--- config.mk ---
export PLATFORM = sky130hd
export DESIGN_NAME = inst_mem
export DESIGN_NICKNAME = d
export VERILOG_FILES = /design/src/single_cpu_pkg.sv /design/src/inst_mem.sv
export SDC_FILE = /design/constraint.sdc
export NUM_CORES = 2
export LEC_CHECK = 0
export BUFFER_PORTS_ARGS = -buffer_cell sky130_fd_sc_hd__buf_2
export CORE_AREA = 2 2 366 550
export CTS_BUF_LIST = sky130_fd_sc_hd__clkbuf_4
export CTS_CLUSTER_DIAMETER = 50
export CTS_CLUSTER_SIZE = 25
export DETAILED_ROUTE_END_ITERATION = 16
export DIE_AREA = 0 0 368 552
export PLACE_DENSITY = 0.55
export SLEW_MARGIN = 40
export SYNTH_ARGS = -nofsm -noshare
export SYNTH_HDL_FRONTEND = slang
export SYNTH_SLANG_ARGS = --single-unit
--- constraint.sdc ---
create_clock -name CLK -period 3.4 [get_ports CLK]
set_input_delay 0.51 -clock CLK [delete_from_list [all_inputs] [get_ports CLK]]
set_output_delay 0.51 -clock CLK [all_outputs]
set_load 0.02 [all_outputs]
--- src/single_cpu_pkg.sv ---
package single_cpu_pkg;

    parameter int xlen = 32;

    // Major opcodes of the kept subset
    parameter logic [6:0] op_reg   = 7'b0110011;
    parameter logic [6:0] op_imm   = 7'b0010011;
    parameter logic [6:0] op_load  = 7'b0000011;
    parameter logic [6:0] op_store = 7'b0100011;

    // funct3 codes for arithmetic and logic
    parameter logic [2:0] f3_add  = 3'b000; // add, sub, addi
    parameter logic [2:0] f3_sll  = 3'b001;
    parameter logic [2:0] f3_slt  = 3'b010;
    parameter logic [2:0] f3_sltu = 3'b011;
    parameter logic [2:0] f3_xor  = 3'b100;
    parameter logic [2:0] f3_sr   = 3'b101; // srl and sra
    parameter logic [2:0] f3_or   = 3'b110;
    parameter logic [2:0] f3_and  = 3'b111;
    parameter logic [2:0] f3_word = 3'b010; // lw and sw

    // funct7 codes
    parameter logic [6:0] f7_base = 7'b0000000;
    parameter logic [6:0] f7_alt  = 7'b0100000; // sub and sra

    typedef enum logic [3:0] {
        alu_add  = 4'd0,
        alu_sub  = 4'd1,
        alu_sll  = 4'd2,
        alu_slt  = 4'd3,
        alu_sltu = 4'd4,
        alu_xor  = 4'd5,
        alu_srl  = 4'd6,
        alu_sra  = 4'd7,
        alu_or   = 4'd8,
        alu_and  = 4'd9
    } alu_op_e;

    typedef struct packed {
        logic [6:0] funct7;
        logic [4:0] rs2;
        logic [4:0] rs1;
        logic [2:0] funct3;
        logic [4:0] rd;
        logic [6:0] opcode;
    } inst_r_t;

    typedef struct packed {
        logic [11:0] imm;
        logic [4:0]  rs1;
        logic [2:0]  funct3;
        logic [4:0]  rd;
        logic [6:0]  opcode;
    } inst_i_t;

    // Same instruction word seen as R-type or I-type
    typedef union packed {
        inst_r_t r;
        inst_i_t i;
    } inst_u;

    typedef struct packed {
        logic [4:0] rs1;
        logic [4:0] rs2;
        logic [4:0] rd;
        alu_op_e    alu_op;
        logic       use_imm;    // ALU b from immediate
        logic       reg_we;
        logic       mem_we;
        logic       mem_to_reg; // Writeback from data memory
        logic       illegal;
    } ctrl_t;

    typedef struct packed {
        logic            valid;
        logic [xlen-1:0] pc;
        logic [4:0]      rd;
        logic [xlen-1:0] wdata;
        logic            we;
    } retire_t;

endpackage

--- src/inst_mem.sv ---
`timescale 1ns/1ps

module inst_mem #(
    parameter int depth = 64
) (
    input  logic                                  CLK,
    input  logic                                  we,
    input  logic [$clog2(depth)-1:0]              waddr,
    input  logic [single_cpu_pkg::xlen-1:0]       wdata,
    input  logic [single_cpu_pkg::xlen-1:0]       raddr,
    output single_cpu_pkg::inst_u                 rdata
);

    logic [single_cpu_pkg::xlen-1:0] mem [depth];
    logic [single_cpu_pkg::xlen-3:0] word_idx;

    assign word_idx = raddr[single_cpu_pkg::xlen-1:2]; // Byte address to word index

    // Loading port, only used while the core is halted
    always_ff @(posedge CLK) begin
        if (we) begin
            mem[waddr] <= wdata;
        end
    end

    // Out of range fetches give an all-zero word, opcode 0 is illegal
    always_comb begin
        if (word_idx < depth) begin
            rdata = mem[word_idx[$clog2(depth)-1:0]];
        end else begin
            rdata = '0;
        end
    end

endmodule

# == After elaboration in Yosys (flattened, before gate mapping) ==
# Memory sizes are Yosys's and may differ from the RTL's.
# Index checks and enable logic that the tools add are counted.
# W data, S select, Z words.
# totals
out_inout_bits,32
reg_bits,0
wordCells,5
mem_count,1
ram_bits,2048
# op_classes
order_cmp,1
mux,3
# memory_table
memory,depth,width,rd,rd_clocked_by_memory_dff,wr,line_no,source
mem,64,32,1,0,1,inst_mem.sv:14,logic [single_cpu_pkg::xlen-1:0] mem [depth];
# op_table
op,count
$mux W32,1
$lt A30 B7 Y1 const B,1
$mux W1,2

# == Depth between registers and ports, before layout ==
# depth
ltp_word,2
mapped_depth,11

# == Worst setup path before layout ==
# No wires, ideal clock.
# synth_timing
path_kind,input to register
start,input port waddr[3]
end,memory mem[48][0] (netlist name) (enable)
stages,4
arrival_time_ns,3.209
required_ns,2.939
setup_slack_ns,-0.270
path_cell_list,clkbuf_1 > nor2b_1 > nand4b_1 > nor3_1
# synth_lines
item,line_no,source
start: declaration,inst_mem.sv:8,"input logic [$clog2(depth)-1:0] waddr,"
end: declaration,inst_mem.sv:14,
# No word-level cell before the write port.

==> metrics <==
Biggest register mem; wire per inst 34.2 µm; final slew viol count 0; CTS buffer count 143; Sequential Power Share 65.5%; Final Power 42700 µW; YS warnings 0; Net Switching 10200 µW; Commonest cells post-synth edfxtp_1 (2048), mux4_2 (487), mux2i_1 (163), nor2_1 (101), clkbuf_1 (68); I/O pin count 104; Synth cell types 64; HPWL Detailed 138 mm; Gate power share 7.0%; failing checks setup timing; final worst-path cycle share 117%; FFs w/ async S/R, synth 0%; peak supply drop 0.271 mV; clock sinks 2048; router iterations before antenna repair 6; drt initial violations 4001; Cells after Synth 3461; Die Span Y 552 µm; die area 0.203 mm²; Fillers 16785; Post-route DRC 0; root buf cell clkbuf_4; port bufs 101; flops & latches, synth 2048; count leader, synth edfxtp_1; area leader, netlist edfxtp_1; via count 39161; Layout Nets 4011; Die Wd 368 µm; gr usage total 22.4%; Routed Wire Length 229 mm; Worst Path Max Fanout 1; Hold Fails Final Rpt 0; Largest register FFs 2048; status complete, but fails checks; setup violators final 32; number of global-route vias before repair 39807; unrepaired setup endpoints after global routing yes; largest registers mem: 2048 flops; crit path capture rdata[2]; Fmax 0.251 GHz; worst hold path class in2reg; non-filler cells, final 6692; mapped cell area 0.0790 mm²; CORE AREA 0.199 mm²; pin count of the biggest net entering global routing 65; dominant cells by area after synthesis edfxtp_1 (78%), mux4_2 (14%), mux2i_1 (2.1%), a221oi_1 (0.58%), buf_6 (0.53%); Pleak 0.0279 µW; placed cells 6402; arrival time worst endpoint 3.48 ns; CTS Buffer Depth 4; minimum clock period 3.99 ns; row count 201; Initial Util 39.7%; data required time of the critical path 2.89 ns; worst setup path startpoint mem[21][2]; Main synth FF type edfxtp_1; Synth top area share 77.9%; maxcap violations 0; Power Density 474 mW/mm²; first-pass GRT wire length 318 mm; final setup margin -0.586 ns; number of flops mapped to enable cells by yosys 2048; drt via density 5.85; CP endpoint kind output pin; Slew @ Worst Pin 0.887 ns; CTS tree yes; clock slew at reported path FFs 0.19 ns; antenna-violating nets left 0; clock share of power 27.5%; antenna violations before repair 24; CP Class reg2out; Net Sw Frac 24.0%; fraction of layout cells with a size suffix above 1 34.9%; Syn Nets 3533; syn avg cell area 22.8 µm²; Final Core Density 45.2%; Startpoint Class flip-flop; Layout area overhead 13.9%; Final GP Congestion 0.810; Int Power 32400 µW; total congestion overflow 0; H-tree Lvls 4; Slew headroom 40.7%; Seq/Total Area, Yosys 77.9%
repair_timing:
action | 4_1_cts | 5_1_grt
hold endpoints to repair | 1879 | 0
resized for setup | 175 | 22
hold buffers | 38 | 0
setup endpoints to repair | 32 | 32
buffers inserted | 2 | 0
gates cloned | 0 | 1
pin swaps | 42 | 9
metal layers:
| layer | part of all wire [%] | global-route usage [%] | vias up |
|---|---|---|---|
| li1 | - | - | 15784 |
| met1 | 39 | 29.1 | 21653 |
| met2 | 52 | 39.0 | 1406 |
| met3 | 5.6 | 2.52 | 300 |
| met4 | 3.6 | 7.55 | 18 |
| met5 | 0.050 | 0 | - |
cell usage in the layout, fill, tap and decap left out, types with 27 or more instances in the layout:
master         count
buf_12            94
mux4_2           487
nor2_4            64
buf_6             39
a21oi_1           27
edfxtp_1        2048
buf_2             41
buf_4            308
nor2_1            31
nand2_1           48
a221oi_1          43
clkbuf_4         150
dlygate4sd3_1     38
mux2i_1          163
power groups by stage:
stage	clock (µW)	sequential, µW	combinational [µW]
finish	11700	28000	2970
global route	12800	28000	3110
CTS	12000	28000	2990
detailed placement	0	28500	2860
global placement	0	28500	2820
floorplan	0	28500	1410
metrics by stage:
step / hold WS (ns) / TNS, ns / setup slack (ns) / area, µm²
finish: 0.0254 / -12.66 / -0.586 / 89900
global route: -0.00187 / -16.14 / -0.696 / 89900
CTS: 0.00565 / -16.73 / -0.765 / 89700
global placement: 1.09 / -9.17 / -0.540 / 86300
floorplan: 0.609 / 0 / 0.0885 / 79000
detailed placement: 1.05 / -9.74 / -0.561 / 86400
worst min path at each step:
| stage | startpoint | to | slack, ns | cells past startpoint |
|---|---|---|---|---|
| floorplan | wdata[0] | mem[0][0] | 0.61 | 0 |
| global placement | wdata[8] | mem[38][8] | 1.09 | 1 |
| detailed placement | wdata[5] | mem[31][5] | 1.05 | 1 |
| CTS | waddr[3] | mem[63][3] | 0.006 | 4 |
| global route | waddr[3] | mem[27][4] | -0.002 | 3 |
| finish | waddr[3] | mem[27][30] | 0.03 | 3 |
worst max-delay path, cell delays in order, from the launching register on:
cell      delay [ns]
edfxtp_1        0.42
mux4_2          0.47
mux4_2          0.54
a22oi_2         0.46
o31ai_4         0.19
buf_6           0.17
cells by family (layout without fill, tap and decap cells):
family / count (synthesis) / count (layout) / synth area share (%)
flip-flops: 2048 / 2048 / 77.9
buffers and inverters: 200 / 783 / 1.56
AO/OA/AOI/OAI: 276 / 276 / 2.68
multiplexers: 675 / 675 / 16.3
AND/OR/NAND/NOR: 262 / 262 / 1.56
other: 0 / 9 / 0
area by class of cell:
class	count	area [µm²]	share of cell area, %
repair buffers	527	5380	5.99
clock inverters	100	1140	1.26
well taps	2639	3300	3.67
diodes	9	22.5	0.0251
inverters	6	30.0	0.0334
multi-input cells	1213	17400	19.4
clock buffers	150	1130	1.25
flip-flops and latches	2048	61500	68.4
(Power assumes the default switching activity.)
