--- src/single_cpu_pkg.sv ---
package single_cpu_pkg;

    parameter int xlen = 32;

    // Major opcodes of the kept subset
    parameter logic [6:0] op_reg   = 7'b0110011;
    parameter logic [6:0] op_imm   = 7'b0010011;
    parameter logic [6:0] op_load  = 7'b0000011;
    parameter logic [6:0] op_store = 7'b0100011;

    // funct3 codes for arithmetic and logic
    parameter logic [2:0] f3_add  = 3'b000; // add, sub, addi
    parameter logic [2:0] f3_sll  = 3'b001;
    parameter logic [2:0] f3_slt  = 3'b010;
    parameter logic [2:0] f3_sltu = 3'b011;
    parameter logic [2:0] f3_xor  = 3'b100;
    parameter logic [2:0] f3_sr   = 3'b101; // srl and sra
    parameter logic [2:0] f3_or   = 3'b110;
    parameter logic [2:0] f3_and  = 3'b111;
    parameter logic [2:0] f3_word = 3'b010; // lw and sw

    // funct7 codes
    parameter logic [6:0] f7_base = 7'b0000000;
    parameter logic [6:0] f7_alt  = 7'b0100000; // sub and sra

    typedef enum logic [3:0] {
        alu_add  = 4'd0,
        alu_sub  = 4'd1,
        alu_sll  = 4'd2,
        alu_slt  = 4'd3,
        alu_sltu = 4'd4,
        alu_xor  = 4'd5,
        alu_srl  = 4'd6,
        alu_sra  = 4'd7,
        alu_or   = 4'd8,
        alu_and  = 4'd9
    } alu_op_e;

    typedef struct packed {
        logic [6:0] funct7;
        logic [4:0] rs2;
        logic [4:0] rs1;
        logic [2:0] funct3;
        logic [4:0] rd;
        logic [6:0] opcode;
    } inst_r_t;

    typedef struct packed {
        logic [11:0] imm;
        logic [4:0]  rs1;
        logic [2:0]  funct3;
        logic [4:0]  rd;
        logic [6:0]  opcode;
    } inst_i_t;

    // Same instruction word seen as R-type or I-type
    typedef union packed {
        inst_r_t r;
        inst_i_t i;
    } inst_u;

    typedef struct packed {
        logic [4:0] rs1;
        logic [4:0] rs2;
        logic [4:0] rd;
        alu_op_e    alu_op;
        logic       use_imm;    // ALU b from immediate
        logic       reg_we;
        logic       mem_we;
        logic       mem_to_reg; // Writeback from data memory
        logic       illegal;
    } ctrl_t;

    typedef struct packed {
        logic            valid;
        logic [xlen-1:0] pc;
        logic [4:0]      rd;
        logic [xlen-1:0] wdata;
        logic            we;
    } retire_t;

endpackage

--- src/register_file.sv ---
`timescale 1ns/1ps

module register_file (
    input  logic                            CLK,
    input  logic                            RST,
    input  logic [4:0]                      rs1,
    input  logic [4:0]                      rs2,
    input  logic [4:0]                      rd,
    input  logic                            we,
    input  logic [single_cpu_pkg::xlen-1:0] wdata,
    output logic [single_cpu_pkg::xlen-1:0] rdata1,
    output logic [single_cpu_pkg::xlen-1:0] rdata2
);

    logic [single_cpu_pkg::xlen-1:0] regs [1:31]; // x0 has no storage

    always_ff @(posedge CLK) begin
        if (RST) begin
            for (int n = 1; n < 32; n++) begin
                regs[n] <= '0;
            end
        end else if (we && (rd != 5'd0)) begin
            regs[rd] <= wdata;
        end
    end

    // Reads see the value before a same-cycle write
    always_comb begin
        if (rs1 == 5'd0) begin
            rdata1 = '0;
        end else begin
            rdata1 = regs[rs1];
        end
    end

    always_comb begin
        if (rs2 == 5'd0) begin
            rdata2 = '0;
        end else begin
            rdata2 = regs[rs2];
        end
    end

endmodule

--- config.mk ---
export PLATFORM = sky130hd
export DESIGN_NAME = register_file
export DESIGN_NICKNAME = d
export VERILOG_FILES = /design/src/single_cpu_pkg.sv /design/src/register_file.sv
export SDC_FILE = /design/constraint.sdc
export NUM_CORES = 2
export LEC_CHECK = 0
export BUFFER_PORTS_ARGS = -buffer_cell sky130_fd_sc_hd__buf_2
export CORE_MARGIN = 5
export CORE_UTILIZATION = 50
export DETAILED_ROUTE_END_ITERATION = 8
export PLACE_DENSITY = 0.7
export SLEW_MARGIN = 20
export SYNTH_ARGS = -nofsm -noshare
export SYNTH_HDL_FRONTEND = slang
export SYNTH_SLANG_ARGS = --single-unit
--- constraint.sdc ---
create_clock -name CLK -period 3.5 [get_ports CLK]
set_clock_uncertainty 0.2 [all_clocks]
set_input_delay 0.525 -clock CLK [delete_from_list [all_inputs] [get_ports CLK]]
set_output_delay 0.525 -clock CLK [all_outputs]
set_load 0.01 [all_outputs]
# Yosys cells after proc, flatten, opt, wreduce, memory -nomap -nowiden
# Memory sizes are Yosys's and may differ from the RTL's.
# Index checks and enable logic that the tools add are counted.
word_totals:
  elab_cells: 16
  output_inout_bits: 64
  in_bits: 50
  mem_count: 1
  regBits: 0
  mem_bits_rw: 992
op_classes:
  muxes: 10
  reduce_logical: 5
mem_list:
  columns: ["name", "words", "word_bits", "read_ports", "rd_clocked_by_memory_dff", "write_ports", "line", "rtl"]
  rows:
  - ["regs", 31, 32, 2, 0, 31, "register_file.sv:15", "logic [single_cpu_pkg::xlen-1:0] regs [1:31];"]
op_table:
  columns: ["op", "n"]
  rows:
  - ["$mux W32", 3]
  - ["$reduce_or A32 Y1", 1]
  - ["$logic_not A5 Y1", 2]
  - ["$mux W1", 6]
  - ["$mux W5", 1]
  - ["$reduce_bool A5 Y1", 1]
  - ["$logic_and A1 B1 Y1", 1]

# Logic depth before layout (Yosys ltp)
depth:
  ltp_word: 7
  mapped_depth: 9
  mapped_depth_nobuf: 4

# Worst setup path after synthesis
# No wires, ideal clock.
synth_path:
  path_type: "input to output"
  start: "input rs1[2]"
  end: "output rdata1[15] in the netlist's numbering"
  arrival_ns: 2.183
  required_time_ns: 2.775
  n_path_buf: 3
  path_stages: 7
  slack_ns: 0.592
  cell_sequence: "buf_2 buf_2 buf_1 mux4_2 a22o_1 a2111oi_1 nor3_1"
synth_between:
  elab_chain_len: 2
  word_cells_on_any_way: 3
  classes_between: "mux (1); reduce/logical (1); memory (1)"
synth_lines:
  columns: ["element", "line", "rtl"]
  rows:
  - ["start: declaration", "register_file.sv:6", "input logic [4:0] rs1,"]
  - ["$mem_v2 Z31 W32 / $logic_not A5 Y1 (equally long branches)", null, null]
  - ["$mux W32 (*)", "register_file.sv:29", "if (rs1 == 5'd0) begin"]
  - ["end: declaration", "register_file.sv:11", "output logic [single_cpu_pkg::xlen-1:0] rdata1,"]
# Mark *: on every way between the ends. The rest lies on a longest branch, timed or not.

# Worst setup path in the final report
layout_path:
  start: "input rs1[3]"
  end: "output rdata1[0] in the netlist's numbering"
# Same word-level chain as after synthesis.

==> reports/metrics.csv <==
stage;metric;value;unit
global_route;use_met2;46.2;%
layout;syn2layout_area_growth;14.2;%
floorplanning;rows;120;
sta;clock.fmax;277;MHz
setup_path;path_max_fanout;15;
routing;drtPass1Iterations;5;
placement;hpwl;107000;microns
clocking;cts_tree;yes;
logic_synthesis;ys.flop_type;edfxtp_1;
floorplanning;pin_count;114;
pwr;power.density;479;nW/um^2
setup_path;critPathKind;in -> out;
sta;fin_ws;-0.113;ns
logic_synthesis;ys_ff_latch;1024;
global_route;globalRouteOverflowTotal;0;
clocking;cts_buffers;107;
logic_synthesis;postSynthAreaPerCell;15.5;sq um
sta;period_share;103;%
layout;largest_register_ffs;1024;
routing;drc_errors;0;
clocking;ctsHoldBuffers;0;
pwr;power_leakage;0.0216;uW
sta;drv_slew;0;
placement;placed_area;58100;sq um
layout;reg_top3;regs x1024;
sta;maxSlewHeadroom;24.5;%
floorplanning;start_util;50.5;%
setup_path;required;2.77;ns
global_route;first_global_vias;34600;
floorplanning;dieWidth;339;microns
outcome;status;finished with violations;
sta;finalSetupViolations;3;
layout;design_area;61900;sq um
logic_synthesis;ys_types;43;
routing;num_vias;34500;
placement;place_congestion;0.943;
outcome;violations;setup timing;
layout;drive_above_1_share;31.1;%
sta;tightest_slew;1.13;ns
routing;drt_iter0_markers;4966;
global_route;antenna_found_initial;24;
global_route;grtUsageMet1;40.3;%
routing;vias_per_cell;6.68;
logic_synthesis;synth_warnings;0;
logic_synthesis;synth.area.top_cells;edfxtp_1, mux4_2, and2_1;
global_route;use_met3;6.26;%
placement;pre_cts_slack;-0.287;ns
logic_synthesis;synthCells;3500;
layout;finish.utilization;57.7;%
pwr;peakVddDrop;0.466;mV
global_route;grt.total_usage;29.5;%
floorplanning;die_h;339;microns
logic_synthesis;synth_edf_count;1024;
global_route;grt_max_degree;52;
clocking;clockBufferDepth;3;
logic_synthesis;synthArstFlopShare;0;%
clocking;clock_sinks;1024;
floorplanning;core_area;107000;sq um
global_route;busiest_layer;met2;
placement;portBuffers;113;
logic_synthesis;seq_area_frac_synth;56.7;%
routing;routed_wl;173000;microns
logic_synthesis;synth_top_area_share;56.7;%
setup_path;arrival;2.89;ns
run;maxCapViolations;0;
min_path;hold_path.class;in -> reg;
layout;fin_nets;3707;
setup_path;startpoint_type;input port;
layout;largest-register;regs;
logic_synthesis;synth_top_cell_by_area;edfxtp_1;
layout;final_common_cell;edfxtp_1;
logic_synthesis;syn_area;54200;sq um
layout;layout_common_cells;edfxtp_1, and2_1, mux4_2;
pwr;finalPower;29700;uW
routing;ant_nets;0;
floorplanning;dieArea;115000;sq um
global_route;grt_pass1_wl;247000;microns
sta;hold_viol_final;0;
sta;period_minus_slack;3.61;ns
clocking;cts_setup_buffers;0;
clocking;htreeDepth;3;
routing;wl_per_cell;33.5;microns
clocking;clk_pin_slew_worst_paths;0.05;ns
setup_path;cp-end-kind;primary output;
clocking;ctsRootBufferMaster;clkbuf_16;
-- worst max-delay path, stage by stage --
cell and delay, ns:
buf_2 0.20, or3_2 0.57, buf_12 0.22, o22ai_1 0.27
a2111oi_0 0.13, buf_4 0.19, nor3_1 0.51, buf_2 0.24
-- power by group --
part | switching (uW) | internal (uW)
Sequential | 370 | 14200
Clock | 4820 | 6470
Combinational | 2100 | 1720
-- kinds of logic after synthesis --
logic type	Yosys count	synth area share (%)
buf+inv	386	3.31
simple gates	1178	13.3
mux	652	23.0
other cells	1	0.00692
flops	1024	56.7
compound gates	259	3.65
-- metal layers --
layer / share of wire, % / vias to the layer above
met5: 0.054 / -
met4: 5.0 / 14
met3: 12 / 437
met2: 47 / 2430
met1: 36 / 17700
li1: - / 13900
-- worst paths after layout --
path  cells after the start     start                    to  slack, ns
max                       8    rs1[3]             rdata1[0]      -0.11
min                       1  wdata[5]  regs[0][5]$_DFFE_PP_       0.13
-- through the flow --
stage | setup TNS [ns] | hold slack, ns | std cells
final | -0.159 | 0.134 | 5162
after global routing | -0.0446 | 0.152 | 5152
after CTS | 0 | 0.0993 | 5150
after global placement | -1.28 | 0.830 | 4950
after detailed placement | -1.49 | 0.834 | 4950
after floorplan | 0 | 0.424 | 3531
-- area by class of cell --
class / count / area [sq um]
fillers: 8107 / 45400
flip-flops and latches: 1024 / 30700
multi-input cells: 2121 / 22300
repair buffers: 401 / 3660
clock buffers: 132 / 2790
well taps: 1403 / 1760
clock inverters: 68 / 631
diodes: 11 / 27.5
inverters: 2 / 7.51
-- Yosys cell counts, drive strengths merged, types with 8 or more instances --
master	number
a2111oi	55
a21oi	12
a22o	51
a22oi	16
and2	995
buf	120
clkbuf	264
edfxtp	1024
mux2	30
mux2i	150
mux4	472
nand2	8
nor2	36
nor2b	14
nor3	54
o22ai	103
or2	33
-- what timing repair did --
item,CTS,global route
gates cloned,0,1
setup endpoints to repair,25,32
endpoints found under the hold margin,0,0
resized for setup,23,39
No activity file was read; power rests on OpenSTA's default activity.
