===== config.mk =====
export PLATFORM = sky130hd
export DESIGN_NAME = data_mem
export DESIGN_NICKNAME = d
export VERILOG_FILES = /design/src/single_cpu_pkg.sv /design/src/data_mem.sv
export SDC_FILE = /design/constraint.sdc
export NUM_CORES = 2
export LEC_CHECK = 0
export BUFFER_PORTS_ARGS = -buffer_cell sky130_fd_sc_hd__buf_2
export CELL_PAD_IN_SITES_DETAIL_PLACEMENT = 1
export CELL_PAD_IN_SITES_GLOBAL_PLACEMENT = 1
export CORE_MARGIN = 4
export CORE_UTILIZATION = 39
export CTS_CLUSTER_SIZE = 24
export DETAILED_ROUTE_END_ITERATION = 8
export GPL_ROUTABILITY_DRIVEN = 0
export GPL_TIMING_DRIVEN = 0
export PLACE_DENSITY = 0.57
export RECOVER_POWER = 25
export SYNTH_ARGS = -nofsm -noshare
export SYNTH_HDL_FRONTEND = slang
export SYNTH_SLANG_ARGS = --single-unit

===== constraint.sdc =====
create_clock -name CLK -period 4.8 [get_ports CLK]
set_clock_uncertainty 0.1 [all_clocks]
set_input_delay 0.96 -clock CLK [delete_from_list [all_inputs] [get_ports CLK]]
set_output_delay 0.96 -clock CLK [all_outputs]
set_load 0.005 [all_outputs]

===== src/single_cpu_pkg.sv =====
package single_cpu_pkg;

    parameter int xlen = 32;

    // Major opcodes of the kept subset
    parameter logic [6:0] op_reg   = 7'b0110011;
    parameter logic [6:0] op_imm   = 7'b0010011;
    parameter logic [6:0] op_load  = 7'b0000011;
    parameter logic [6:0] op_store = 7'b0100011;

    // funct3 codes for arithmetic and logic
    parameter logic [2:0] f3_add  = 3'b000; // add, sub, addi
    parameter logic [2:0] f3_sll  = 3'b001;
    parameter logic [2:0] f3_slt  = 3'b010;
    parameter logic [2:0] f3_sltu = 3'b011;
    parameter logic [2:0] f3_xor  = 3'b100;
    parameter logic [2:0] f3_sr   = 3'b101; // srl and sra
    parameter logic [2:0] f3_or   = 3'b110;
    parameter logic [2:0] f3_and  = 3'b111;
    parameter logic [2:0] f3_word = 3'b010; // lw and sw

    // funct7 codes
    parameter logic [6:0] f7_base = 7'b0000000;
    parameter logic [6:0] f7_alt  = 7'b0100000; // sub and sra

    typedef enum logic [3:0] {
        alu_add  = 4'd0,
        alu_sub  = 4'd1,
        alu_sll  = 4'd2,
        alu_slt  = 4'd3,
        alu_sltu = 4'd4,
        alu_xor  = 4'd5,
        alu_srl  = 4'd6,
        alu_sra  = 4'd7,
        alu_or   = 4'd8,
        alu_and  = 4'd9
    } alu_op_e;

    typedef struct packed {
        logic [6:0] funct7;
        logic [4:0] rs2;
        logic [4:0] rs1;
        logic [2:0] funct3;
        logic [4:0] rd;
        logic [6:0] opcode;
    } inst_r_t;

    typedef struct packed {
        logic [11:0] imm;
        logic [4:0]  rs1;
        logic [2:0]  funct3;
        logic [4:0]  rd;
        logic [6:0]  opcode;
    } inst_i_t;

    // Same instruction word seen as R-type or I-type
    typedef union packed {
        inst_r_t r;
        inst_i_t i;
    } inst_u;

    typedef struct packed {
        logic [4:0] rs1;
        logic [4:0] rs2;
        logic [4:0] rd;
        alu_op_e    alu_op;
        logic       use_imm;    // ALU b from immediate
        logic       reg_we;
        logic       mem_we;
        logic       mem_to_reg; // Writeback from data memory
        logic       illegal;
    } ctrl_t;

    typedef struct packed {
        logic            valid;
        logic [xlen-1:0] pc;
        logic [4:0]      rd;
        logic [xlen-1:0] wdata;
        logic            we;
    } retire_t;

endpackage


===== src/data_mem.sv =====
`timescale 1ns/1ps

module data_mem #(
    parameter int depth = 64
) (
    input  logic                            CLK,
    input  logic                            we,
    input  logic [single_cpu_pkg::xlen-1:0] addr,
    input  logic [single_cpu_pkg::xlen-1:0] wdata,
    output logic [single_cpu_pkg::xlen-1:0] rdata
);

    localparam int aw = $clog2(depth);

    logic [single_cpu_pkg::xlen-1:0] mem [depth];
    logic [aw-1:0]                   idx;

    // Word index, upper address bits wrap
    assign idx = addr[aw+1:2];

    always_ff @(posedge CLK) begin
        if (we) begin
            mem[idx] <= wdata;
        end
    end

    assign rdata = mem[idx];

endmodule


After elaboration in Yosys (flattened, before gate mapping) --
Memories as Yosys holds them, arrays and structs flattened. Index checks and enable logic that the tools add are counted.
Word-level totals: register bits 0, word-level logic and storage cells 3, bits in writable memories 2048, memories kept 1
Memories:
- mem | words 64, width 32, rd ports 1, clocked after Yosys merged registers in 0, write ports 1, line data_mem.sv:15 | logic [single_cpu_pkg::xlen-1:0] mem [depth];
Cells by class: multiplexer cells 2
Operators by type and width (count):
- $mux 1 | 2

Depth between registers and ports, before layout --
depth after elaboration 2, mapped depth 13, depth with buffers taken out 6

Worst setup path after synthesis --
Ideal clock, no wire load.
path kind input -> register, start point input port addr[4] in the netlist's numbering, end point memory mem[15][0] in the netlist's numbering (enable), path slack 501 ps, setup time 421 ps, stages 8, arrival 3778 ps, required time 4279 ps, cell sequence buf_2 -> buf_2 -> buf_2 -> buf_2 -> buf_2 -> buf_2 -> nand3_1 -> nor2_1
RTL lines:
- start: declaration | line data_mem.sv:8 | input logic [single_cpu_pkg::xlen-1:0] addr,
- end: declaration | line data_mem.sv:15
Straight into the memory's write port.

Final worst setup path --
start point input port addr[3] in the netlist's numbering, end point output port rdata[28] in the netlist's numbering
Between the ends: word-level cells in the longest chain between the ends 1
Ends and longest elaborated chain:
- $mem_v2 64x32
- end: declaration | line data_mem.sv:10 | output logic [single_cpu_pkg::xlen-1:0] rdata
Every way passes these cells.

==> qor.csv <==
stage,metric,value,unit
route,Avg WL per Cell,37.0,µm
global_routing,initial antenna violation count,25,
route,Detail Route Antenna Nets,0,
cts,"CTS clk-pin slew, worst paths",0.06,ns
finish,Nets,4701,
synthesis,#FFs+latches synth,2048,
global_routing,largest net degree at the start of global routing,65,
global_routing,GRT overflow,0,
cts,CTS root buffer,clkbuf_16,
power_and_ir_drop,Leakage,30.6,nW
route,initial drt markers,5483,
finish,Area Growth Syn to Fin,21.4,%
sta,fin crit share,102,%
synthesis,"Top FF cell, synth",edfxtp_1,
run_status,status,"finished, violations left",
finish,top flop regs,mem (2048),
power_and_ir_drop,maximum vdd ir drop,313,µV
global_routing,global-route wire length before repair,378000,µm
synthesis,number of distinct library cells after synthesis,55,
route,routed vias/inst,6.07,
die,CORE AREA,200000,µm²
hold_path,hold depth,1,
finish,share of layout cells above drive strength 1,27.3,%
worst_setup_path,WS Path Type,input port to output port,
run_status,failing checks,"max-capacitance violations, max-slew violations, negative setup slack",
sta,max-slew violation count,1271,
worst_setup_path,Worst EP required,3.74,ns
synthesis,Synth Cell Area,78300,µm²
die,Initial Util,39.2,%
cts,number of CTS-inserted buffers,217,
finish,Final Cell Area,95000,µm²
sta,Worst-Margin Slew,3.97,ns
finish,most frequent cells in the layout,"2048 x edfxtp_1, 227 x mux2i_1, 227 x clkbuf_16, 183 x a22oi_1, 147 x mux2_2",
synthesis,number of synthesized flops with an enable pin,2048,
die,die height,456,µm
global_routing,vias in the first global route,45654,
worst_setup_path,sum of buffers and inverters on the critical path,6,
worst_setup_path,CP endpoint kind,output port,
finish,Final Non-Filler Cells,7474,
finish,max reg flops,2048,
die,die width,456,µm
die,num ports,98,
sta,setup repair after global routing missed its margin,true,
worst_setup_path,WP data arrival,3.85,ns
place,post-DP HPWL,186000,µm
place,DP Cell Count,7024,
place,Area after DPL,84500,µm²
worst_setup_path,CP peak stage delay,0.65,ns
synthesis,Mapped Nets,4273,
job,max-capacitance violation count,33,
die,row count,164,
power_and_ir_drop,PwrDens,413,nW/µm²
global_routing,total track usage,26.0,%
finish,Top reg by flops,mem,
sta,Worst Slack Setup Final,-0.108,ns
synthesis,Mapped Cells,4207,
route,DRC Markers,0,
cts,H-tree levels,4,
worst_setup_path,crit-path leading delay family,buffers and inverters,
sta,max_slew headroom,-165,%
hold_path,worst hold path type,input port to register,
cts,clock sinks,2048,
die,die area,208000,µm²
sta,final worst path period need,4.91,ns
synthesis,register area share after synthesis,78.6,%
worst_setup_path,Worst Setup Start Kind,input port,
cts,CTS tree,yes,
route,Initial DRT Pass Iterations,6,
worst_setup_path,crit path max fanout,10,
sta,Final Hold Viols,0,
sta,f_max,0.204,GHz
hold_path,Hold Path End,mem[21][27],
synthesis,Synth warnings,0,
route,Vias,45403,
worst_setup_path,crit path cell chain,"buf_4, buf_12, buf_16, buf_16, buf_12, mux4_2, mux2i_4, nor2_2, a2111oi_4, nand3_2, buf_2",
finish,"commonest non-fill, non-tap cell in the layout",edfxtp_1,
worst_setup_path,"Slowest-stage cell, CP",a2111oi_4,
sta,Final setup viols,15,
route,Routed WL,277000,µm
synthesis,Async SR Flop Fraction,0,%
cts,Clock Tree Buf Depth,3,
hold_path,Min-Delay Startpoint,wdata[27],
synthesis,syn avg cell area,18.6,µm²
place,IO Port Bufs,70,
## Yosys cell counts (16+ instances only)
cell type | count | area share [%]
mux2i_1 | 259 | 3.3
o22ai_1 | 93 | 0.74
a22oi_1 | 188 | 1.8
buf_2 | 83 | 0.53
and3_1 | 85 | 0.68
a222oi_1 | 16 | 0.20
o21ai_0 | 84 | 0.54
nand2b_1 | 18 | 0.14
a22o_1 | 66 | 0.74
nor2_1 | 145 | 0.70
mux4_2 | 96 | 2.8
a21oi_1 | 121 | 0.77
a221oi_1 | 175 | 2.0
clkbuf_1 | 168 | 0.81
nor3_1 | 22 | 0.14
edfxtp_1 | 2048 | 79
a211oi_1 | 17 | 0.16
buf_1 | 33 | 0.16
nand3_1 | 54 | 0.35
mux2_2 | 147 | 2.1
nand2_1 | 28 | 0.13
a31oi_1 | 43 | 0.34
o22a_1 | 70 | 0.78
## how the worst max path moves through the flow
stage / start / to / slack [ns] / depth (start not counted)
after floorplan: addr[4] / mem[15][0] / 0.50 / 8
after global placement: addr[4] / rdata[14] / -3.81 / 12
after detailed placement: addr[4] / rdata[26] / -2.59 / 13
after CTS: addr[2] / rdata[2] / -0.04 / 12
after global routing: addr[2] / rdata[26] / -0.07 / 14
final: addr[3] / rdata[28] / -0.11 / 11
## report_power, final
| group | total, mW | internal [mW] | switching [mW] | leakage [nW] |
|---|---|---|---|---|
| Clock | 16.6 | 9.47 | 7.16 | 3.41 |
| Combinational | 2.80 | 0.891 | 1.91 | 8.71 |
| Sequential | 19.9 | 19.8 | 0.0285 | 18.4 |
## cell type report
type                       instances  area (µm²)
tap                             2656        3320
buffer                           292        2960
clock inverter                   137        1400
multi-input combinational       1859       17700
fill                           18333      105000
inverter                           2        11.3
antenna                            8        20.0
sequential                      2048       61500
timing repair buffer             215        2540
clock buffer                     257        5600
## per-layer routing
layer  GRT usage [%]  share of wire (%)  wire (µm)  up-vias
met5               0                  0          0        -
met4            11.7                5.2      14400        0
met3            4.29                7.5      20700      527
met2            40.4                 46     128000     2160
met1            36.2                 41     114000    24227
li1                -                  -          -    18489
## timing repair
action | in CTS | in global routing
cloned | 5 | 0
setup buffers | 39 | 9
gates resized for setup | 857 | 53
endpoints found under the setup margin | 1787 | 27
pin swaps | 60 | 14
endpoints found under the hold margin | 0 | 0
hold buffers | 0 | 0
## metrics by stage
step           total power, mW  util, %  hold slack [ns]   TNS, ns  worst slack, ns
2_1_floorplan             21.2        -            0.959         0            0.501
3_3_place_gp              22.5     41.1             1.66  -6135.84            -3.81
3_5_place_dp              22.6     42.3             1.34  -2610.62            -2.59
4_1_cts                   39.5     47.6            0.387    -0.137          -0.0417
5_1_grt                   40.4     47.6            0.623    -0.413          -0.0704
6_report                  39.3     47.6            0.628    -0.717           -0.108
## cells by family (layout without fill, tap and decap cells)
logic type	Yosys count	after routing	synth area share (%)
AOI/OAI and AO/OA	933	933	8.73
muxes	502	502	8.19
other	0	8	0
buffers and inverters	300	903	1.70
and+or+nand+nor	424	424	2.83
DFF	2048	2048	78.6
(Power assumes the default switching activity.)
