## src/single_cpu_pkg.sv

```systemverilog
package single_cpu_pkg;

    parameter int xlen = 32;

    // Major opcodes of the kept subset
    parameter logic [6:0] op_reg   = 7'b0110011;
    parameter logic [6:0] op_imm   = 7'b0010011;
    parameter logic [6:0] op_load  = 7'b0000011;
    parameter logic [6:0] op_store = 7'b0100011;

    // funct3 codes for arithmetic and logic
    parameter logic [2:0] f3_add  = 3'b000; // add, sub, addi
    parameter logic [2:0] f3_sll  = 3'b001;
    parameter logic [2:0] f3_slt  = 3'b010;
    parameter logic [2:0] f3_sltu = 3'b011;
    parameter logic [2:0] f3_xor  = 3'b100;
    parameter logic [2:0] f3_sr   = 3'b101; // srl and sra
    parameter logic [2:0] f3_or   = 3'b110;
    parameter logic [2:0] f3_and  = 3'b111;
    parameter logic [2:0] f3_word = 3'b010; // lw and sw

    // funct7 codes
    parameter logic [6:0] f7_base = 7'b0000000;
    parameter logic [6:0] f7_alt  = 7'b0100000; // sub and sra

    typedef enum logic [3:0] {
        alu_add  = 4'd0,
        alu_sub  = 4'd1,
        alu_sll  = 4'd2,
        alu_slt  = 4'd3,
        alu_sltu = 4'd4,
        alu_xor  = 4'd5,
        alu_srl  = 4'd6,
        alu_sra  = 4'd7,
        alu_or   = 4'd8,
        alu_and  = 4'd9
    } alu_op_e;

    typedef struct packed {
        logic [6:0] funct7;
        logic [4:0] rs2;
        logic [4:0] rs1;
        logic [2:0] funct3;
        logic [4:0] rd;
        logic [6:0] opcode;
    } inst_r_t;

    typedef struct packed {
        logic [11:0] imm;
        logic [4:0]  rs1;
        logic [2:0]  funct3;
        logic [4:0]  rd;
        logic [6:0]  opcode;
    } inst_i_t;

    // Same instruction word seen as R-type or I-type
    typedef union packed {
        inst_r_t r;
        inst_i_t i;
    } inst_u;

    typedef struct packed {
        logic [4:0] rs1;
        logic [4:0] rs2;
        logic [4:0] rd;
        alu_op_e    alu_op;
        logic       use_imm;    // ALU b from immediate
        logic       reg_we;
        logic       mem_we;
        logic       mem_to_reg; // Writeback from data memory
        logic       illegal;
    } ctrl_t;

    typedef struct packed {
        logic            valid;
        logic [xlen-1:0] pc;
        logic [4:0]      rd;
        logic [xlen-1:0] wdata;
        logic            we;
    } retire_t;

endpackage

```

## src/inst_decode.sv

```systemverilog
`timescale 1ns/1ps

module inst_decode (
    input  single_cpu_pkg::inst_u           inst,
    output single_cpu_pkg::ctrl_t           ctrl,
    output logic [single_cpu_pkg::xlen-1:0] imm
);

    logic [6:0] opcode;
    logic [2:0] funct3;
    logic [6:0] funct7;

    assign opcode = inst.r.opcode;
    assign funct3 = inst.r.funct3;
    assign funct7 = inst.r.funct7;

    always_comb begin
        ctrl            = '0;
        ctrl.rs1        = inst.r.rs1;
        ctrl.rs2        = inst.r.rs2;
        ctrl.rd         = inst.r.rd;
        ctrl.alu_op     = single_cpu_pkg::alu_add;
        imm             = '0;

        case (opcode)
            single_cpu_pkg::op_reg: begin
                ctrl.reg_we = 1'b1;
                case (funct3)
                    single_cpu_pkg::f3_add: begin
                        ctrl.alu_op = (funct7 == single_cpu_pkg::f7_alt) ?
                                      single_cpu_pkg::alu_sub : single_cpu_pkg::alu_add;
                    end
                    single_cpu_pkg::f3_sll:  ctrl.alu_op = single_cpu_pkg::alu_sll;
                    single_cpu_pkg::f3_slt:  ctrl.alu_op = single_cpu_pkg::alu_slt;
                    single_cpu_pkg::f3_sltu: ctrl.alu_op = single_cpu_pkg::alu_sltu;
                    single_cpu_pkg::f3_xor:  ctrl.alu_op = single_cpu_pkg::alu_xor;
                    single_cpu_pkg::f3_sr: begin
                        ctrl.alu_op = (funct7 == single_cpu_pkg::f7_alt) ?
                                      single_cpu_pkg::alu_sra : single_cpu_pkg::alu_srl;
                    end
                    single_cpu_pkg::f3_or:   ctrl.alu_op = single_cpu_pkg::alu_or;
                    default:                 ctrl.alu_op = single_cpu_pkg::alu_and;
                endcase
                // Alternate funct7 only exists for sub and sra
                if (!(funct7 == single_cpu_pkg::f7_base ||
                      (funct7 == single_cpu_pkg::f7_alt &&
                       (funct3 == single_cpu_pkg::f3_add || funct3 == single_cpu_pkg::f3_sr)))) begin
                    ctrl.illegal = 1'b1;
                end
            end
            single_cpu_pkg::op_imm: begin
                ctrl.reg_we  = 1'b1;
                ctrl.use_imm = 1'b1;
                imm = {{(single_cpu_pkg::xlen-12){inst.i.imm[11]}}, inst.i.imm};
                case (funct3)
                    single_cpu_pkg::f3_add:  ctrl.alu_op = single_cpu_pkg::alu_add;
                    single_cpu_pkg::f3_slt:  ctrl.alu_op = single_cpu_pkg::alu_slt;
                    single_cpu_pkg::f3_sltu: ctrl.alu_op = single_cpu_pkg::alu_sltu;
                    single_cpu_pkg::f3_xor:  ctrl.alu_op = single_cpu_pkg::alu_xor;
                    single_cpu_pkg::f3_or:   ctrl.alu_op = single_cpu_pkg::alu_or;
                    single_cpu_pkg::f3_and:  ctrl.alu_op = single_cpu_pkg::alu_and;
                    single_cpu_pkg::f3_sll: begin
                        ctrl.alu_op  = single_cpu_pkg::alu_sll;
                        imm          = {27'd0, inst.i.imm[4:0]}; // Shift distance only
                        ctrl.illegal = (funct7 != single_cpu_pkg::f7_base);
                    end
                    default: begin // srli and srai, kind from bit 30
                        ctrl.alu_op  = inst[30] ? single_cpu_pkg::alu_sra : single_cpu_pkg::alu_srl;
                        imm          = {27'd0, inst.i.imm[4:0]};
                        ctrl.illegal = (funct7 != single_cpu_pkg::f7_base) &&
                                       (funct7 != single_cpu_pkg::f7_alt);
                    end
                endcase
            end
            single_cpu_pkg::op_load: begin
                ctrl.reg_we     = 1'b1;
                ctrl.use_imm    = 1'b1;
                ctrl.mem_to_reg = 1'b1;
                imm = {{(single_cpu_pkg::xlen-12){inst.i.imm[11]}}, inst.i.imm};
                ctrl.illegal    = (funct3 != single_cpu_pkg::f3_word);
            end
            single_cpu_pkg::op_store: begin
                ctrl.mem_we  = 1'b1;
                ctrl.use_imm = 1'b1;
                ctrl.rd      = 5'd0; // rd field carries offset bits here
                imm = {{(single_cpu_pkg::xlen-12){inst[31]}}, inst[31:25], inst[11:7]};
                ctrl.illegal = (funct3 != single_cpu_pkg::f3_word);
            end
            default: ctrl.illegal = 1'b1;
        endcase

        // Illegal words retire without side effects
        if (ctrl.illegal) begin
            ctrl.reg_we     = 1'b0;
            ctrl.mem_we     = 1'b0;
            ctrl.mem_to_reg = 1'b0;
            ctrl.rd         = 5'd0;
        end
    end

endmodule

```

## config.mk

```make
export PLATFORM = sky130hd
export DESIGN_NAME = inst_decode
export DESIGN_NICKNAME = d
export VERILOG_FILES = /design/src/single_cpu_pkg.sv /design/src/inst_decode.sv
export SDC_FILE = /design/constraint.sdc
export NUM_CORES = 1
export LEC_CHECK = 0
export BUFFER_PORTS_ARGS = -buffer_cell sky130_fd_sc_hd__buf_2
export CAP_MARGIN = 20
export CORE_ASPECT_RATIO = 1.25
export CORE_MARGIN = 2
export CORE_UTILIZATION = 33
export DETAILED_ROUTE_END_ITERATION = 10
export PLACE_DENSITY = 0.84
export SLEW_MARGIN = 10
export SYNTH_ARGS = -nofsm -noshare
export SYNTH_HDL_FRONTEND = slang
export SYNTH_SLANG_ARGS = --single-unit
```

## constraint.sdc

```tcl
create_clock -name vclk -period 1.7
set_input_delay 0.085 -clock vclk [all_inputs]
set_output_delay 0.085 -clock vclk [all_outputs]
set_load 0.005 [all_outputs]
```

; After elaboration in Yosys (flattened, before gate mapping)
; Index checks and enable logic that the tools add are counted.
; Widths: inputs -> output; s select.
[totals]
reg_bits = 0
latchBits = 0
mem_bits_rw = 0
romBits = 0
input_bits = 32
out_inout_bits = 56
elab_cells = 43
mem_count = 0
[op_classes]
add_sub_neg = 0
n_mul = 0
n_div = 0
magnitude_cmp = 0
n_eq_ne = 14
shifts = 0
mux = 18
n_bitwise = 0
reduce_logical = 11
[ops]
columns = operator, count
row1 = $pmux 32 s3, 1
row2 = $pmux 4 s7, 2
row3 = $mux 32, 1
row4 = $eq 7x6->1 const B, 3
row5 = $eq 3x3->1 const B, 4
row6 = $mux 5, 2
row7 = $mux 1, 8
row8 = $pmux 4 s2, 1
row9 = $eq 7x2->1 const B, 1
row10 = $eq 7x5->1 const B, 1
row11 = $logic_not 7->1, 1
row12 = $ne 7x6->1 const B, 1
row13 = $reduce_bool 7->1, 1
row14 = $eq 3x2->1 const B, 2
row15 = $reduce_or 3->1, 2
row16 = $reduce_or 6->1, 1
row17 = $eq 3x1->1 const B, 1
row18 = $logic_not 3->1, 1
row19 = $mux 3, 1
row20 = $ne 3x2->1 const B, 1
row21 = $pmux 1 s3, 1
row22 = $logic_and 1x1->1, 2
row23 = $logic_or 1x1->1, 2
row24 = $pmux 1 s2, 1
row25 = $reduce_or 2->1, 1

; Logic depth before layout (Yosys ltp)
; Gate-level depths: netlist of the first run.
[depth]
ltp_word = 7
depth_mapped = 6
ltp_nobuf = 4

; Least setup slack after synthesis of the first run
; OpenSTA, ideal clock, no wires.
[synth_timing]
path_type = input -> output
start = input inst[6] in the netlist's numbering
end = output imm[12] in the netlist's numbering
t_arrival_ps = 1419
required_time_ps = 1615
setup_slack_ps = 196
cell_stages = 6
n_path_buf = 2
path_cell_list = nor4b_2 > nand2_1 > buf_2 > nor2_1 > and2_2 > buf_4
[synth_via]
elab_chain_len = 2
elab_cells_between_ends = 4
classes_between = eq/ne: 3 / mux: 1
[synth_rtl]
columns = item, line
row1 = from (decl), inst_decode.sv:4  ; input single_cpu_pkg::inst_u inst,
row2 = $eq 7x6->1 (tied with other cells), inst_decode.sv:25  ; case (opcode)
row3 = $pmux 32 s3 *, inst_decode.sv:25
row4 = to (decl), inst_decode.sv:6  ; output logic [single_cpu_pkg::xlen-1:0] imm
; Mark *: on every way between the ends. The rest lies on a longest branch, timed or not.

==> flow_results.org, run 1 <==
** Run status
- Run status :: finished clean

** Yosys
- Synthesized area per cell :: 7.21 sq um
- Synthesized netlist cell count :: 92
- Largest area contributor in the netlist :: buf_4
- Counting every net in the synthesized netlist gives 124.
- Number of distinct library cell variants in the gate-level netlist after synthesis :: 31
- Of the post-synthesis cell area, the dominant cell type holds 0.340.
- The share of the Yosys chip area taken by registers is 0.
- In this run the cell area of the synthesized design comes to 663 sq um.
- For this run, the number of Yosys warnings is 0.
- Ranked by total cell area, the synthesized netlist is headed by buf_4 34%, and4b_1 7.5%, a22oi_1 5.7%.

** Place
- Final HPWL DP :: 1.55 mm
- Total of buffers placed on input and output ports :: 78
- Placed cell count :: 160
- At the end of routability-driven placement, the weighted congestion stood at 0.771.

** Detailed routing
- Antenna Nets Post-Route :: 0
- In the final routed layout, each cell accounts on average for 11.0 microns.
- Remaining routing DRC violations :: 0
- Total met3 wirelength after detailed routing :: 250 microns
- In this run the top signal layer used is met3.
- The routed design has 1.76 mm of wire.
- The final route contains 797 vias.
- The routed design uses 927 microns of met2 wire.
- The first detailed-routing pass took 4 iterations.
- For this block, the initial DRC count from the detailed router was 13.
- Vias per inst :: 4.98
- Routed length on met1 :: 580 microns

** Cells and area
- Number of cells in the finished layout apart from fillers :: 160
- Area Growth Syn to Fin :: 29.8%
- The top cell types in the final layout, fill and taps aside, are 78 x buf_2, 8 x nor2_1, 6 x and2_1.
- The library cell used most frequently in the layout, excluding fill and tap cells, is buf_2.
- The final layout contains 174 nets.
- The final layout contains a sequential cell count of 0.
- Post-layout util :: 0.444
- Summing all flip-flop and latch instances after layout gives 0 sq um.
- Of the cells placed in the final design, the portion with a size suffix greater than 1 is 0.650.
- Clock buffer count :: 0
- ANT cells :: 0

** STA
- Number of failing setup endpoints in the final timing report :: 0
- Number of failing hold endpoints at the final stage :: 0
- Setup repair after global routing left no endpoint under its margin.
- Final critical-path share of the clock period :: 0.895
- Slew of the pin with the lowest slew margin :: 337 ps
- Max Freq :: 657 MHz
- Adding up every negative setup slack in the final design gives 0 ps.
- In this run the tightest slew margin relative to its limit is 0.775.
- Counting I/O delays and the setup requirement, the final critical path takes 1520 ps.
- The count of pins over their slew limit came to 0.

** Critical path
- Crit path launch type :: primary input
- The critical path in this run is classified as in2out.
- WP data required :: 1620 ps
- STA puts the critical path data arrival time at 1440 ps.
- Nature of the critical path endpoint :: output pin
- Along the worst path, the maximum fanout reaches 3.

** Die
- Total die area :: 2390 sq um
- Number of top-level pins :: 88
- In this run the horizontal extent of the chip is 44.1 microns.
- Rows :: 18
- For this configuration, the core starts out at a cell density of 0.342.
- Die span in y :: 54.1 microns
- The core region is 1940 sq um.

** Power
- Lkg Pwr :: 0.538 nW
- VDD IR max :: 0.0850 mV
- Total power for the finished layout comes to 110 uW.
- Total power per unit cell area :: 128 nW/um^2

** GRT
- Antenna violations before repair :: 0
- For this run, the total global-route usage over all layers was measured as 0.127.
- Number of global-route vias before repair :: 624
- Entering global routing, the biggest net connects 22 pins.
- Gr ovfl total :: 0
- First-pass GRT wire length :: 2.40 mm

** Hold path
- The min-delay analysis places its worst path in the category in2out.

** Flow run
- Max-capacitance violation count :: 0

** Clocking
- Buffers inserted to repair hold after CTS numbered 0.
- In this run, post-CTS repair resized a total of 0 instances.
- Post-CTS Setup Repair Bufs :: 0
==> power by group <==
part | switching [mW] | internal, mW | leakage (nW) | total [mW]
Sequential | 0 | 0 | 0 | 0
Clock | 0 | 0 | 0 | 0
Combinational | 0.0569 | 0.0529 | 0.538 | 0.110
Total | 0.0569 | 0.0529 | 0.538 | 0.110
==> per-stage QoR <==
stage / hold WS [ps] / setup slack (ps) / instance area [sq um]
2_1_floorplan: 205 / 196 / 663
3_3_place_gp: 170 / 162 / 861
3_5_place_dp: 170 / 155 / 861
4_1_cts: 170 / 155 / 861
5_1_grt: 170 / 71.6 / 861
6_report: 170 / 179 / 861
==> worst max-delay path, cell delays in order <==
cell	delay [ps]
buf_2	100
or4_4	530
nor3_4	190
a221oi_1	140
nor4_2	240
buf_2	140
==> path summary, 6_finish.rpt <==
path              startpoint  slack (ps)  depth (start not counted)        to
setup / recovery    inst[31]         180                          6   ctrl[5]
hold / removal      inst[15]         170                          0  ctrl[19]
==> synthesized netlist by cell type (all sizes together), types with 2 or more instances <==
library cell,n
buf,32
nor2,9
and2,7
a21oi,5
a22oi,5
and4b,5
nand2b,4
nand2,3
nor4,3
a211oi,2
nand3b,2
==> final cells by class <==
cell class	instances	area, sq um
timing repair buffer	81	413
multi-input combinational	57	415
fill	212	1080
inverter	2	7.51
tap	20	25.0
==> cells by family (layout without fill, tap and decap cells) <==
kind of cell	after synthesis	count (layout)	share of synthesized area
simple gates	39	39	0.423
buf+inv	35	83	0.374
compound gates	16	16	0.175
xor+xnor	1	1	0.0132
mux	1	1	0.0151
==> layer usage <==
metal	global-route usage	vias up
met2	0.292	56
met1	0.124	345
li1	-	396
met4	0	0
met3	0.0101	0
met5	0	-
(Power assumes the default switching activity.)
==> run 2, diff against run 1 <==
--- a/config.mk
+++ b/config.mk
@@ -13,4 +13,5 @@
 export DETAILED_ROUTE_END_ITERATION = 10
 export PLACE_DENSITY = 0.84
+export RECOVER_POWER = 25
 export SLEW_MARGIN = 10
 export SYNTH_ARGS = -nofsm -noshare
==> constraint.sdc (replaced) <==
create_clock -name vclk -period 1.7
set_input_delay 0.17 -clock vclk [all_inputs]
set_output_delay 0.17 -clock vclk [all_outputs]
set_load 0.005 [all_outputs]
==> run 2 against run 1 <==
- the run now ends with negative setup slack left
- power up 5.4%
- final area grew 3.3%
- utilization increased by 1.5 points
- sequential share of layout area unchanged
- final cell count is 0.63% higher
- first-iteration DRC count fell by 31%
- count of clock-buffer cells in the layout unchanged
- via count rose by 3.8%
- global-route usage grew 0.060 points
- wire length grew 5.6%
- sequential cell count stayed put
- fmax shrank 11%
==> flow_results.org, run 2 (same netlist as run 1, synthesis figures left out) <==
** Run status
- The run finished, with violations left.
- Violations in the final reports :: negative setup slack

** Cells and area
- Number of cells in the finished layout apart from fillers :: 161
- Layout Nets :: 175
- Clock buffer count :: 0
- ANT cells :: 0
- The filler cells instantiated in the layout total 214.
- Most common cell after layout, fill and taps aside :: buf_2
- The area growth from synthesis to layout is 34.2%.
- Commonest cells after routing, fill and taps aside :: 75 x buf_2, 8 x nor2_1, 6 x and2_1
- Multi-input logic area :: 425 sq um
- In the final layout, the share of cells above drive strength 1 is 0.660.
- Across the whole layout, storage elements account for 0 sq um.
- For this run, the share of the core covered by cells in the final layout is 0.459.
- Count of flip-flops and latches :: 0

** Die
- Total die area :: 2390 sq um
- Die span in y :: 54.1 microns
- The floorplan step defined a core boundary enclosing 1940 sq um.
- 88 I/O pins were placed.
- After floorplanning, the core was divided into 18 placement rows.
- Starting density of the core :: 0.342
- Measured along the x axis, the die boundary spans 44.1 microns.

** Detailed routing
- Post-detailed-routing wire length :: 1.86 mm
- The detailed router placed 827 vias in this run.
- The first TritonRoute pass finished after 4 iterations.
- Number of design-rule violations left by the first detailed-router iteration :: 9
- Remaining routing DRC violations :: 0
- Vias per inst :: 5.14
- The detail route stage leaves a number of antenna-violating nets equal to 0.
- In the final routed layout, each cell accounts on average for 11.5 microns.

** GRT
- Entering global routing, the biggest net connects 22 pins.
- The number of global-route vias before repair is 590.
- Gr ovfl total :: 0
- Global router's overall resource usage :: 0.128
- First-pass GRT wire length :: 2.41 mm
- Antenna violations before repair :: 0

** STA
- Final critical-path share of the clock period :: 1.01
- Tmin final :: 1710 ps
- Remaining max-slew budget at the tightest pin :: 0.749
- Setup repair after global routing could not meet its margin everywhere.
- The count of pins over their slew limit came to 0.
- The total count of hold-check failures in the final report is 0.
- Number of failing setup endpoints in the final timing report :: 5
- Slew of the pin with the lowest slew margin :: 377 ps
- Derived from the worst setup path, the maximum achievable clock frequency is 583 MHz.
- Post-route worst setup slack :: -14.4 ps

** Power
- IR analysis of the VDD net gives a maximum drop of 0.0851 mV.
- Tot Pwr :: 116 uW
- Summed over all cells, the static leakage comes to 0.547 nW.
- For this design the ratio of total power to cell area is 130 nW/um^2.

** Place
- Placed cell count :: 161
- The wire-length estimate of the detail-placed layout is 1.59 mm.
- Input and output buffers added on the ports amount to 78.
- Routability cong. :: 0.771

** Clocking
- Hold-fix buffer count after cts :: 0

** Hold path
- Number of instances on the worst hold path :: 0
- Destination of the worst hold path :: ctrl[19]
- Type of the most critical hold path :: in2out
- The startpoint identified for the worst hold timing path is inst[15].

** Critical path
- Worst-path fanout max :: 7
- Critical path class :: in2out
- For the worst setup path, the data arrival time is 1540 ps.
- STA classifies the critical path startpoint as a primary input.
- Start point of the critical path :: inst[31]
- For the worst setup path, the data required time is 1530 ps.
- STA classifies the critical path endpoint as an output pin.

** Flow run
- Max-capacitance violation count :: 0
run 2: cell count changes in the layout (fill, tap and decap cells not counted), sizes merged:
cell / previous run / this run
clkbuf: 0 / 1
run 2: power by group:
part           internal (mW)  switching [mW]
clock                      0               0
sequential                 0               0
combinational         0.0565          0.0592
total                 0.0565          0.0592
run 2: through the flow:
stage	area (sq um)	TNS [ps]	hold slack [ps]	worst slack, ps
CTS	868	-62.6	340	-18.4
global route	890	-512	340	-89.5
detailed placement	868	-29.5	340	-12.0
global placement	868	-9.13	340	-9.13
finish	890	-37.2	340	-14.4
floorplan	663	0	375	25.7
run 2: routing by layer:
metal | vias to the layer above | track usage | wire, microns
met2 | 58 | 0.277 | 978
met5 | - | 0 | 0
met4 | 0 | 0 | 0
li1 | 401 | - | -
met1 | 368 | 0.138 | 637
met3 | 0 | 0.0101 | 240
run 2: worst max-delay path, stage by stage:
cell and delay, ps:
buf_6 90, or4_4 530, nor3_4 200, a211oi_2 160, and4b_1 280, buf_2 110
run 2: final cells by class:
class                      count  share of cell area
tap                           20              0.0281
timing repair buffer          82               0.485
multi-input combinational     57               0.478
inverter                       2             0.00844
run 2: worst max-delay path by stage:
stage / to / slack, ps / cells past startpoint
after floorplan: imm[12] / 30 / 6
after global placement: ctrl[5] / -9 / 6
after detailed placement: ctrl[11] / -10 / 6
after CTS: ctrl[12] / -20 / 6
after global routing: ctrl[12] / -90 / 6
final: ctrl[12] / -10 / 6
run 2: what timing repair did:
item                                    CTS  global route
setup buffers                             0             0
endpoints found under the setup margin    6            28
resized for setup                         0             5
pin swaps                                 0             2
==> run 3, diff against run 2 <==
- PLACE_DENSITY: 0.84 -> 0.81
==> run 3 against run 2 <==
- the run still ends with negative setup slack left
- critical endpoint unchanged
- count of clock-buffer cells in the layout is the same
- critical path depth did not move
- wire length is 1.8% lower
- die area did not move
- power shrank 2.5%
- utilization down 1.4 points
- global-route usage grew 0.40 points
- sequential cell count did not move
- largest power group unchanged
- final cell count decreased by 0.62%
- highest routed layer unchanged
- critical path type unchanged
==> flow_results.org, run 3 (same netlist as run 1, synthesis figures left out) <==
** Cells and area
- Fraction of final layout cells with drive strength greater than 1 :: 0.629
- The finished layout holds 160 standard cells, fillers aside.
- There are 0 flip-flops and latches.
- At the end of the flow, the number of nets in the layout was 174.
- Post-route design area :: 863 sq um
- ANT cells :: 0
- Clock buffers in the final layout number 0.
- The layout has 197 filler cells.
- In the final layout, flip-flops and latches occupy 0 sq um.
- Leaving out fill and tap cells, the most frequent cell in the layout is buf_2.
- For this run, the share of the core covered by cells in the final layout is 0.446.
- In the layout the commonest cells are 74 x buf_2, 7 x nor2_1, 6 x and2_1.
- Compared with the post-synthesis result, the final layout area differs by 30.2%.

** Critical path
- Logic depth of the worst setup path including buffers :: 6
- Worst-path fanout max :: 7
- Among cell families on the critical path, the largest total delay comes from simple AND/OR/NAND/NOR gates.
- The critical path contains buffers and inverters numbering 2 combined.
- Critical path class :: in2out
- STA puts the critical path data required time at 1530 ps.
- In this design, the stage delay of the slowest critical-path cell is 540 ps.
- Crit path launch type :: primary input
- Critical-path cell with the highest stage delay :: or4_4
- For the worst setup path, the data arrival time is 1530 ps.
- Nature of the critical path endpoint :: output pin
- Crit path cell chain :: buf_6 > or4_4 > nor3_4 > a2111o_2 > and4b_1 > buf_2

** Detailed routing
- Antenna Nets Post-Route :: 0
- WL per Instance :: 11.4 microns
- Post-detailed-routing wire length :: 1.82 mm
- Routed via count :: 813
- Number of search-and-repair iterations in the first detailed-routing pass :: 3
- Number of design-rule violations left by the first detailed-router iteration :: 4
- After detailed routing, the number of remaining DRC violations is 0.
- Vias per inst :: 5.08

** Die
- The floorplan step defined a die boundary enclosing 2390 sq um.
- Horiz. Die Dim :: 44.1 microns
- Starting density of the core :: 0.342
- Core area :: 1940 sq um
- Die span in y :: 54.1 microns
- Number of top-level pins :: 88
- The floorplan has 18 rows.

** STA
- Number of failing hold endpoints at the final stage :: 0
- On the final layout, the worst hold slack is 340 ps.
- Final critical-path share of the clock period :: 1.00
- Slew of the pin with the lowest slew margin :: 372 ps
- The count of pins over their slew limit is 0.
- Number of failing setup endpoints in the final timing report :: 1
- Post-route worst setup slack :: -0.673 ps
- Setup total negative slack on the finished layout was measured at -0.673 ps.
- Max Freq :: 588 MHz
- Setup repair after global routing could not meet its margin everywhere.
- Remaining max-slew budget at the tightest pin :: 0.751
- Subtracting the final worst setup slack from the clock period gives 1700 ps.

** Power
- Power spread over the standard cell area amounts to 131 nW/um^2.
- Lkg Pwr :: 0.528 nW
- VDD IR max :: 0.0858 mV
- Tot Pwr :: 113 uW

** Run status
- The final reports fail on negative setup slack.
- The flow ran to the end, but the final reports show violations.

** Hold path
- The min-delay analysis places its worst path in the category in2out.
- Number of instances on the worst hold path :: 0

** GRT
- Met2 routing resource usage after global routing :: 0.289
- The layer flagged by global routing as most heavily used is met2.
- Number of global-route vias before repair :: 654
- Antenna violations before repair :: 0
- Gr ovfl total :: 0
- GR met1 Demand/Resource :: 0.129
- Global router's overall resource usage :: 0.132
- For this run, global-route usage on met3 was measured as 0.0268.
- The first global-routing pass estimated 2.51 mm of wire.
- Largest net degree at the start of global routing :: 22

** Place
- Placed cell count :: 160
- Final HPWL DP :: 1.62 mm
- Worst slack at placement :: -60.2 ps
- Post-place instance area :: 861 sq um
- The count of buffers added on input and output ports is 78.
- At the end of routability-driven placement, the weighted congestion stood at 0.768.

** Flow run
- Across the run, the number of max-cap violations was 0.

** Clocking
- Post-CTS Setup Repair Bufs :: 0
==> run 3: path summary, 6_finish.rpt <==
check  startpoint       end  slack (ps)
max      inst[31]  ctrl[12]        -0.7
min      inst[17]  ctrl[21]         340
==> run 3: final cells by class <==
type | count | area (sq um) | share of cell area
Inverter | 2 | 7.51 | 0.00870
Multi-Input combinational cell | 57 | 419 | 0.486
Timing Repair Buffer | 81 | 412 | 0.477
Tap cell | 20 | 25.0 | 0.0290
==> run 3: routing by layer <==
layer  vias to the layer above  wire (microns)
met3                         0             246
met5                         -               0
met4                         0               0
met2                        59            1000
met1                       359             573
li1                        395               -
==> run 3: where the power goes <==
group	internal (mW)	switching (mW)
clock	0	0
sequential	0	0
combinational	0.0546	0.0583
total	0.0546	0.0583
==> run 3: what timing repair did <==
action,CTS,global route
gates resized for setup,2,1
pin swaps,2,0
setup endpoints to repair,24,27
hold buffers,0,0
